<file path="src/uart_defs.svh">
`ifndef UART_DEFS_SVH
`define UART_DEFS_SVH

// **************************************************
// Serial bit timing and frame layout.
// **************************************************

// Number of clocks that one serial bit lasts on the line.
// Any even value of 4 or more works. The receiver samples the start bit
// half of this count after the falling edge.
`define CLKS_PER_BIT 8

// Bits per frame. One start bit, eight data bits, an odd parity bit
// and one stop bit.
`define FRAME_BITS 11

`endif
</file>
<file path="src/uart_pkg.sv">
`include "uart_defs.svh"

package uart_pkg;

   // One data byte on the serial line.
   typedef logic [7:0] byte_t;

   // A 16-bit command. The high byte goes out first.
   typedef logic [15:0] cmd_t;

   // A frame image in line order, bit 0 first.
   // From the top down it holds stop, parity, data and start.
   typedef logic [`FRAME_BITS-1:0] frame_t;

   // Clock count within one serial bit.
   typedef logic [7:0] tick_cnt_t;

   // Bit count. The transmitter counts up to two whole frames.
   typedef logic [4:0] bit_cnt_t;

   typedef enum logic {
      TX_IDLE,
      TX_SEND
   } tx_state_e;

   typedef enum logic [2:0] {
      RX_IDLE,
      RX_START,
      RX_DATA,
      RX_PARITY,
      RX_STOP
   } rx_state_e;

endpackage

</file>
<file path="src/uart_top.sv">
`timescale 1ns/1ps

module uart_top (
   input  logic            clk,
   input  logic            rst_n,

   // Command side.
   input  uart_pkg::cmd_t  cmd_in,
   input  logic            cmd_vld,
   output logic            cmd_rdy,
   output logic            tx,

   // Receive side.
   input  logic            rx,
   output logic            read_rdy,
   output uart_pkg::byte_t read_data,
   output logic            parity_err,
   output logic            frame_err
);

   // **************************************************
   // Transmitter
   // **************************************************

   // Sends each accepted command as two frames, high byte first.
   uart_cmd_tx i_uart_cmd_tx (
      .clk     (clk),
      .rst_n   (rst_n),
      .cmd_in  (cmd_in),
      .cmd_vld (cmd_vld),
      .cmd_rdy (cmd_rdy),
      .tx      (tx)
   );

   // **************************************************
   // Receiver
   // **************************************************

   // The receiver runs on its own line. Loopback is made outside this block.
   uart_frame_rx i_uart_frame_rx (
      .clk        (clk),
      .rst_n      (rst_n),
      .rx         (rx),
      .read_rdy   (read_rdy),
      .read_data  (read_data),
      .parity_err (parity_err),
      .frame_err  (frame_err)
   );

endmodule

</file>
<file path="src/uart_frame_rx.sv">
`timescale 1ns/1ps
`include "uart_defs.svh"

module uart_frame_rx (
   input  logic            clk,
   input  logic            rst_n,
   input  logic            rx,
   output logic            read_rdy,
   output uart_pkg::byte_t read_data,
   output logic            parity_err,
   output logic            frame_err
);

   // The start bit is checked half a bit after the edge, all others a full bit apart.
   localparam uart_pkg::tick_cnt_t HALF_TICK = uart_pkg::tick_cnt_t'(`CLKS_PER_BIT / 2 - 1);
   localparam uart_pkg::tick_cnt_t FULL_TICK = uart_pkg::tick_cnt_t'(`CLKS_PER_BIT - 1);

   // Index of the last data bit. Start, parity and stop make up the rest of a frame.
   localparam uart_pkg::bit_cnt_t LAST_DATA = uart_pkg::bit_cnt_t'(`FRAME_BITS - 4);

   uart_pkg::rx_state_e state;
   uart_pkg::tick_cnt_t tick_cnt;
   uart_pkg::bit_cnt_t  bit_cnt;
   uart_pkg::byte_t     shift_data;

   logic rx_meta;
   logic rx_sync;
   logic rx_last;
   logic rx_fall;
   logic sample;
   logic par_acc;

   // **************************************************
   // Line synchronizer and edge detect
   // **************************************************

   // All three flops rest at the idle line level.
   always_ff @(posedge clk or negedge rst_n) begin
      if (!rst_n) begin
         rx_meta <= 1'b1;
         rx_sync <= 1'b1;
         rx_last <= 1'b1;
      end else begin
         rx_meta <= rx;
         rx_sync <= rx_meta;
         rx_last <= rx_sync;
      end
   end

   assign rx_fall = rx_last & ~rx_sync;

   // Marks the clock in which the current bit is sampled.
   always_comb begin
      if (state == uart_pkg::RX_START) begin
         sample = (tick_cnt == HALF_TICK);
      end else begin
         sample = (tick_cnt == FULL_TICK);
      end
   end

   // **************************************************
   // Frame FSM
   // **************************************************

   always_ff @(posedge clk or negedge rst_n) begin
      if (!rst_n) begin
         state      <= uart_pkg::RX_IDLE;
         tick_cnt   <= '0;
         bit_cnt    <= '0;
         par_acc    <= 1'b0;
         read_rdy   <= 1'b0;
         parity_err <= 1'b0;
         frame_err  <= 1'b0;
      end else begin
         read_rdy <= 1'b0;

         // The tick counter restarts at every sample and rests while idle.
         if ((state == uart_pkg::RX_IDLE) || sample) begin
            tick_cnt <= '0;
         end else begin
            tick_cnt <= tick_cnt + 1'b1;
         end

         case (state)
            uart_pkg::RX_IDLE: begin
               if (rx_fall) begin
                  state <= uart_pkg::RX_START;
               end
            end

            uart_pkg::RX_START: begin
               if (sample) begin
                  // A line that is high again here was only a glitch.
                  if (!rx_sync) begin
                     state   <= uart_pkg::RX_DATA;
                     bit_cnt <= '0;
                     par_acc <= 1'b0;
                  end else begin
                     state <= uart_pkg::RX_IDLE;
                  end
               end
            end

            uart_pkg::RX_DATA: begin
               if (sample) begin
                  par_acc <= par_acc ^ rx_sync;
                  bit_cnt <= bit_cnt + 1'b1;
                  if (bit_cnt == LAST_DATA) begin
                     state <= uart_pkg::RX_PARITY;
                  end
               end
            end

            uart_pkg::RX_PARITY: begin
               if (sample) begin
                  par_acc <= par_acc ^ rx_sync;
                  state   <= uart_pkg::RX_STOP;
               end
            end

            uart_pkg::RX_STOP: begin
               if (sample) begin
                  // Data plus parity must hold an odd number of ones.
                  read_rdy   <= 1'b1;
                  parity_err <= ~par_acc;
                  frame_err  <= ~rx_sync;
                  state      <= uart_pkg::RX_IDLE;
               end
            end

            default: begin
               state <= uart_pkg::RX_IDLE;
            end
         endcase
      end
   end

   // Data bits arrive least significant first and shift in from the top.
   always_ff @(posedge clk) begin
      if ((state == uart_pkg::RX_DATA) && sample) begin
         shift_data <= {rx_sync, shift_data[7:1]};
      end
      if ((state == uart_pkg::RX_STOP) && sample) begin
         read_data <= shift_data;
      end
   end

   // **************************************************
   // Checks
   // **************************************************

   a_rdy_one_cycle : assert property (
      @(posedge clk) disable iff (!rst_n)
      read_rdy |=> !read_rdy
   );

   a_rdy_after_stop : assert property (
      @(posedge clk) disable iff (!rst_n)
      read_rdy |-> ($past(state) == uart_pkg::RX_STOP)
   );

endmodule

</file>
<file path="src/uart_cmd_tx.sv">
`timescale 1ns/1ps
`include "uart_defs.svh"

module uart_cmd_tx (
   input  logic           clk,
   input  logic           rst_n,
   input  uart_pkg::cmd_t cmd_in,
   input  logic           cmd_vld,
   output logic           cmd_rdy,
   output logic           tx
);

   // Two frames go out back to back for every command.
   localparam int IMG_BITS = 2 * `FRAME_BITS;

   localparam uart_pkg::tick_cnt_t LAST_TICK = uart_pkg::tick_cnt_t'(`CLKS_PER_BIT - 1);
   localparam uart_pkg::bit_cnt_t  LAST_BIT  = uart_pkg::bit_cnt_t'(IMG_BITS - 1);
   localparam uart_pkg::bit_cnt_t  MAX_BITS  = uart_pkg::bit_cnt_t'(IMG_BITS);

   uart_pkg::tx_state_e state;
   uart_pkg::tick_cnt_t tick_cnt;
   uart_pkg::bit_cnt_t  bit_cnt;

   logic [IMG_BITS-1:0] shift_img;
   logic [IMG_BITS-1:0] load_img;
   logic                accept;
   logic                bit_end;

   // Builds one frame in line order with odd parity over the data byte.
   function automatic uart_pkg::frame_t build_frame(input uart_pkg::byte_t data);
      uart_pkg::frame_t frame;
      frame = {1'b1, ~^data, data, 1'b0};
      return frame;
   endfunction

   // **************************************************
   // Command capture
   // **************************************************

   assign accept = cmd_vld && cmd_rdy && (state == uart_pkg::TX_IDLE);

   // Bit 0 of the image leaves first, so the high byte frame sits at the bottom.
   assign load_img = {build_frame(cmd_in[7:0]), build_frame(cmd_in[15:8])};

   assign bit_end = (tick_cnt == LAST_TICK);

   // **************************************************
   // Bit timing and state
   // **************************************************

   always_ff @(posedge clk or negedge rst_n) begin
      if (!rst_n) begin
         state    <= uart_pkg::TX_IDLE;
         cmd_rdy  <= 1'b1;
         tx       <= 1'b1;
         tick_cnt <= '0;
         bit_cnt  <= '0;
      end else begin
         case (state)
            uart_pkg::TX_IDLE: begin
               if (accept) begin
                  // The start bit is on the line in the very next cycle.
                  state    <= uart_pkg::TX_SEND;
                  cmd_rdy  <= 1'b0;
                  tx       <= load_img[0];
                  tick_cnt <= '0;
                  bit_cnt  <= '0;
               end
            end

            uart_pkg::TX_SEND: begin
               if (bit_end) begin
                  tick_cnt <= '0;
                  bit_cnt  <= bit_cnt + 1'b1;
                  if (bit_cnt == LAST_BIT) begin
                     // The low byte stop bit has run its full length.
                     state   <= uart_pkg::TX_IDLE;
                     cmd_rdy <= 1'b1;
                     tx      <= 1'b1;
                  end else begin
                     tx <= shift_img[0];
                  end
               end else begin
                  tick_cnt <= tick_cnt + 1'b1;
               end
            end

            default: begin
               state   <= uart_pkg::TX_IDLE;
               cmd_rdy <= 1'b1;
               tx      <= 1'b1;
            end
         endcase
      end
   end

   // Bit 0 always carries the next bit to put on tx.
   always_ff @(posedge clk) begin
      if (accept) begin
         shift_img <= load_img >> 1;
      end else if ((state == uart_pkg::TX_SEND) && bit_end) begin
         shift_img <= shift_img >> 1;
      end
   end

   // **************************************************
   // Checks
   // **************************************************

   a_rdy_low_in_send : assert property (
      @(posedge clk) disable iff (!rst_n)
      (state == uart_pkg::TX_SEND) |-> !cmd_rdy
   );

   a_line_idle_high : assert property (
      @(posedge clk) disable iff (!rst_n)
      (state == uart_pkg::TX_IDLE) |-> tx
   );

   a_bit_cnt_range : assert property (
      @(posedge clk) disable iff (!rst_n)
      bit_cnt <= MAX_BITS
   );

endmodule

</file>
<file path="config.mk">
export PLATFORM = sky130hd
export DESIGN_NAME = uart_top
export DESIGN_NICKNAME = d
export VERILOG_FILES = /design/src/uart_pkg.sv /design/src/uart_top.sv /design/src/uart_frame_rx.sv /design/src/uart_cmd_tx.sv
export VERILOG_INCLUDE_DIRS = /design/src
export SDC_FILE = /design/constraint.sdc
export NUM_CORES = 1
export LEC_CHECK = 0
export ABC_AREA = 1
export BUFFER_PORTS_ARGS = -buffer_cell sky130_fd_sc_hd__buf_2
export CAP_MARGIN = 25
export CORE_MARGIN = 8
export CORE_UTILIZATION = 45
export CTS_BUF_LIST = sky130_fd_sc_hd__clkbuf_16
export DETAILED_ROUTE_END_ITERATION = 6
export GPL_TIMING_DRIVEN = 0
export PLACE_DENSITY = 0.71
export REMOVE_ABC_BUFFERS = 1
export SETUP_SLACK_MARGIN = 0.5
export SYNTH_ARGS = -nofsm -noshare
export SYNTH_HDL_FRONTEND = slang
export SYNTH_SLANG_ARGS = --single-unit
export TNS_END_PERCENT = 100
</file>
<file path="constraint.sdc">
create_clock -name clk -period 2 [get_ports clk]
set_input_delay 0.1 -clock clk [delete_from_list [all_inputs] [get_ports clk]]
set_output_delay 0.1 -clock clk [all_outputs]
set_load 0.01 [all_outputs]
</file>
==> impl_metrics.yaml <==
global_routing:
  grt_pass1_vias: 2724
  busiest_layer: "met2"
  grt_max_degree: 40
  antenna_found_initial: 0
  grt_pass1_wl_mm: 11.7
  grt_util_all_layers: 0.129
  grt_use_met1: 0.145
  grt.overflow.total: 0
  grt_util_met2: 0.222
  grt_use_met3: 0.0405
die:
  core_um2: 7690
  fp.dieH_um: 105
  start_util: 0.462
  die-area_um2: 11000
  chipWidth_um: 105
  rows: 32
  ios: 33
critical_path:
  worst_setup_path_start_kind: "flip-flop"
  r2r_start: "i_uart_frame_rx.state[1]"
  arrival_ps: 1540
  r2r_cells: 7
  slowest_stage: "dfrtp_1"
  worstPathRequired_ps: 2030
  path_class: "flip-flop to flip-flop"
  worstPathMaxFanout: 6
  timing.rr.end: "i_uart_frame_rx.read_data[1]"
  rrSetupSlack_ps: 490
  cpPeakStageDelay_ps: 420
  path_cells: "inv_2, nand3_4, nand2_4, inv_2, nor2_8, nand2_4, clkinvlp_4"
  crit_path_end_kind: "flip-flop"
sta:
  min_period_ps: 1510
  max_freq_mhz: 664
  hold_viol_final: 0
  min_period_over_period: 0.753
  setup-violations-final: 0
  rsz0062_at_grt: "true"
  timing.final.max_slew_violations: 0
  slew_headroom: 0.425
  worst_slew_pin_slew_ps: 863
  final.setup_skew_ps: 7.29
synthesis:
  synth_adder_area_share: 0.0176
  synth_edf_count: 34
  ys_async_sr_fraction: 0.513
  synth_compound_area_frac: 0.0536
  yosys.area_share.simple: 0.245
  netlist_instances: 372
  netlist_area_um2: 3550
  yosysWarnings: 0
  syn_avg_cell_area_um2: 9.54
  ys_types: 33
  synth_top_family_by_area: "simple AND/OR/NAND/NOR gates"
  synthMuxAreaShare: 0
  synthXorXnorAreaFrac: 0.0543
  yosys_register_bits: 76
  ys.flop_type: "edfxtp_1"
  ys_seq_area_frac: 0.581
power_and_ir_drop:
  peakVddDrop_uv: 491
  p_leak_nw: 2.13
  power_density_nw_per_um2: 1160
  finalPower_mw: 5.28
placement:
  portBuffers: 32
  place_area_um2: 3830
  dp_hpwl_mm: 4.42
  finalWeightedCongestion: 0.865
clocking:
  cts.sinks: 76
  cts_tree: "done"
  clockRootBuffer: "clkbuf_16"
  h-tree-depth: 3
  cts.clk_slew.worst_paths_ps: 60
  cts_buffers: 9
  clockBufferDepth: 2
  clk_latency_ps: 330
drt:
  wire_per_inst_um: 12.8
  num_vias: 2694
  drt-total-wl_mm: 7.00
  viasPerCell: 4.91
  drt_iter0_drc: 137
  first_pass_iters: 4
  drc: 0
  ant_nets: 0
flow_run:
  maxCapViolations: 0
final_layout:
  drive_gt1_frac: 0.284
  final_cell_mix: "nand2_1, edfxtp_1, inv_1, dfrtp_1, buf_2"
  syn2layout_area_growth_pct: 28.3
  final_common_cell: "nand2_1"
  final_nets: 467
  insertedDiodeCount: 0
  final_cell_area_um2: 4550
outcome:
  outcome: "finished, final reports clean"
worst_hold_path:
  hp-start: "cmd_in[15]"
  whs_path_depth: 3
  whs_endpoint: "i_uart_cmd_tx.shift_img[7]"
  hold_class: "input port to flip-flop"
[worst max-delay path by stage]
stage	to	slack (ps)	depth (start not counted)	from
floorplan	i_uart_cmd_tx.bit_cnt[2]	-200	7	i_uart_cmd_tx.cmd_rdy
global route	i_uart_frame_rx.bit_cnt[4]	410	9	i_uart_frame_rx.state[1]
CTS	i_uart_frame_rx.read_data[5]	470	7	i_uart_frame_rx.tick_cnt[1]
global placement	i_uart_cmd_tx.bit_cnt[2]	-750	7	i_uart_cmd_tx.cmd_rdy
detailed placement	i_uart_cmd_tx.bit_cnt[2]	-180	7	i_uart_cmd_tx.cmd_rdy
finish	i_uart_frame_rx.read_data[1]	490	7	i_uart_frame_rx.state[1]
[state kept, by name, indices dropped and copies added (netlist names)]
register	count
i_uart_frame_rx.parity_err	1
i_uart_cmd_tx.tick_cnt	8
i_uart_cmd_tx.cmd_rdy	1
i_uart_frame_rx.frame_err	1
i_uart_cmd_tx.state	1
i_uart_cmd_tx.shift_img	21
i_uart_frame_rx.read_data	8
i_uart_frame_rx.read_rdy	1
i_uart_frame_rx.state	3
i_uart_frame_rx.rx_sync	1
i_uart_frame_rx.par_acc	1
i_uart_frame_rx.rx_meta	1
i_uart_cmd_tx.bit_cnt	5
i_uart_frame_rx.rx_last	1
i_uart_frame_rx.shift_data	8
i_uart_frame_rx.bit_cnt	5
i_uart_cmd_tx.tx	1
i_uart_frame_rx.tick_cnt	8
[kinds of logic (layout without fill, tap and decap cells)]
group	count (synthesis)	count (layout)
XOR/XNOR	22	22
AND/OR/NAND/NOR	193	197
buffers and inverters	45	116
adder cells (fa/ha/maj)	5	5
flip-flops	76	76
AO/OA/AOI/OAI	31	31
[where the power goes]
part / switching [mW] / total, mW / internal [mW]
registers: 0.267 / 2.20 / 1.93
clock network: 0.619 / 1.58 / 0.963
logic: 0.888 / 1.50 / 0.608
total: 1.77 / 5.28 / 3.50
[metrics by stage]
stage / instances / hold WS, ps / utilization / setup slack (ps) / TNS (ps)
4_1_cts: 538 / 63.2 / 0.567 / 465 / 0
5_1_grt: 549 / 65.7 / 0.592 / 415 / 0
3_3_place_gp: 502 / 212 / 0.497 / -754 / -16950
6_report: 549 / 71.3 / 0.592 / 493 / 0
3_5_place_dp: 503 / 214 / 0.498 / -185 / -1780
2_1_floorplan: 368 / -196 / - / -204 / -3830
[layout make-up]
| cell class | count | area (um2) |
|---|---|---|
| Sequential cell | 76 | 2070 |
| Timing Repair inverter | 3 | 23.8 |
| Timing Repair Buffer | 56 | 357 |
| Tap cell | 102 | 128 |
| Multi-Input combinational cell | 255 | 1510 |
| Clock buffer | 9 | 225 |
| Inverter | 41 | 175 |
| Clock inverter | 7 | 67.6 |
| Fill cell | 632 | 3130 |
[cell usage after synthesis (4+ instances only)]
cell / number / area, um2
xor2_1: 13 / 114
nand2_2: 6 / 37.5
nand3_1: 18 / 90.1
inv_1: 36 / 135
inv_2: 5 / 18.8
dfrtp_1: 34 / 851
o21ai_1: 4 / 20.0
nand4_1: 8 / 50.1
nand2_1: 122 / 458
nor2_1: 27 / 101
edfxtp_1: 34 / 1020
o22ai_1: 6 / 37.5
o21ai_0: 9 / 45.0
xnor2_1: 9 / 78.8
dfstp_2: 5 / 131
ha_1: 5 / 62.6
[routing by layer]
metal / share of wire / up-vias
li1: - / 1357
met1: 0.43 / 1275
met2: 0.52 / 49
met3: 0.042 / 13
met4: 0.014 / 0
met5: 0 / -
[worst max-delay path: cells and delay by family, from the launching register on]
kind,cells,cell delay (ps)
buf+inv,3,320
flops,1,420
simple gates,4,480
[what timing repair did]
item                                   4_1_cts  5_1_grt
endpoints found under the hold margin       35        0
setup endpoints to repair                   67       82
setup buffers                               11       10
cloned                                       6        1
resized for setup                           22       30
hold buffers                                 2        0
pin swaps                                    9       17
Note: power is estimated with default switching activity, not from simulation.
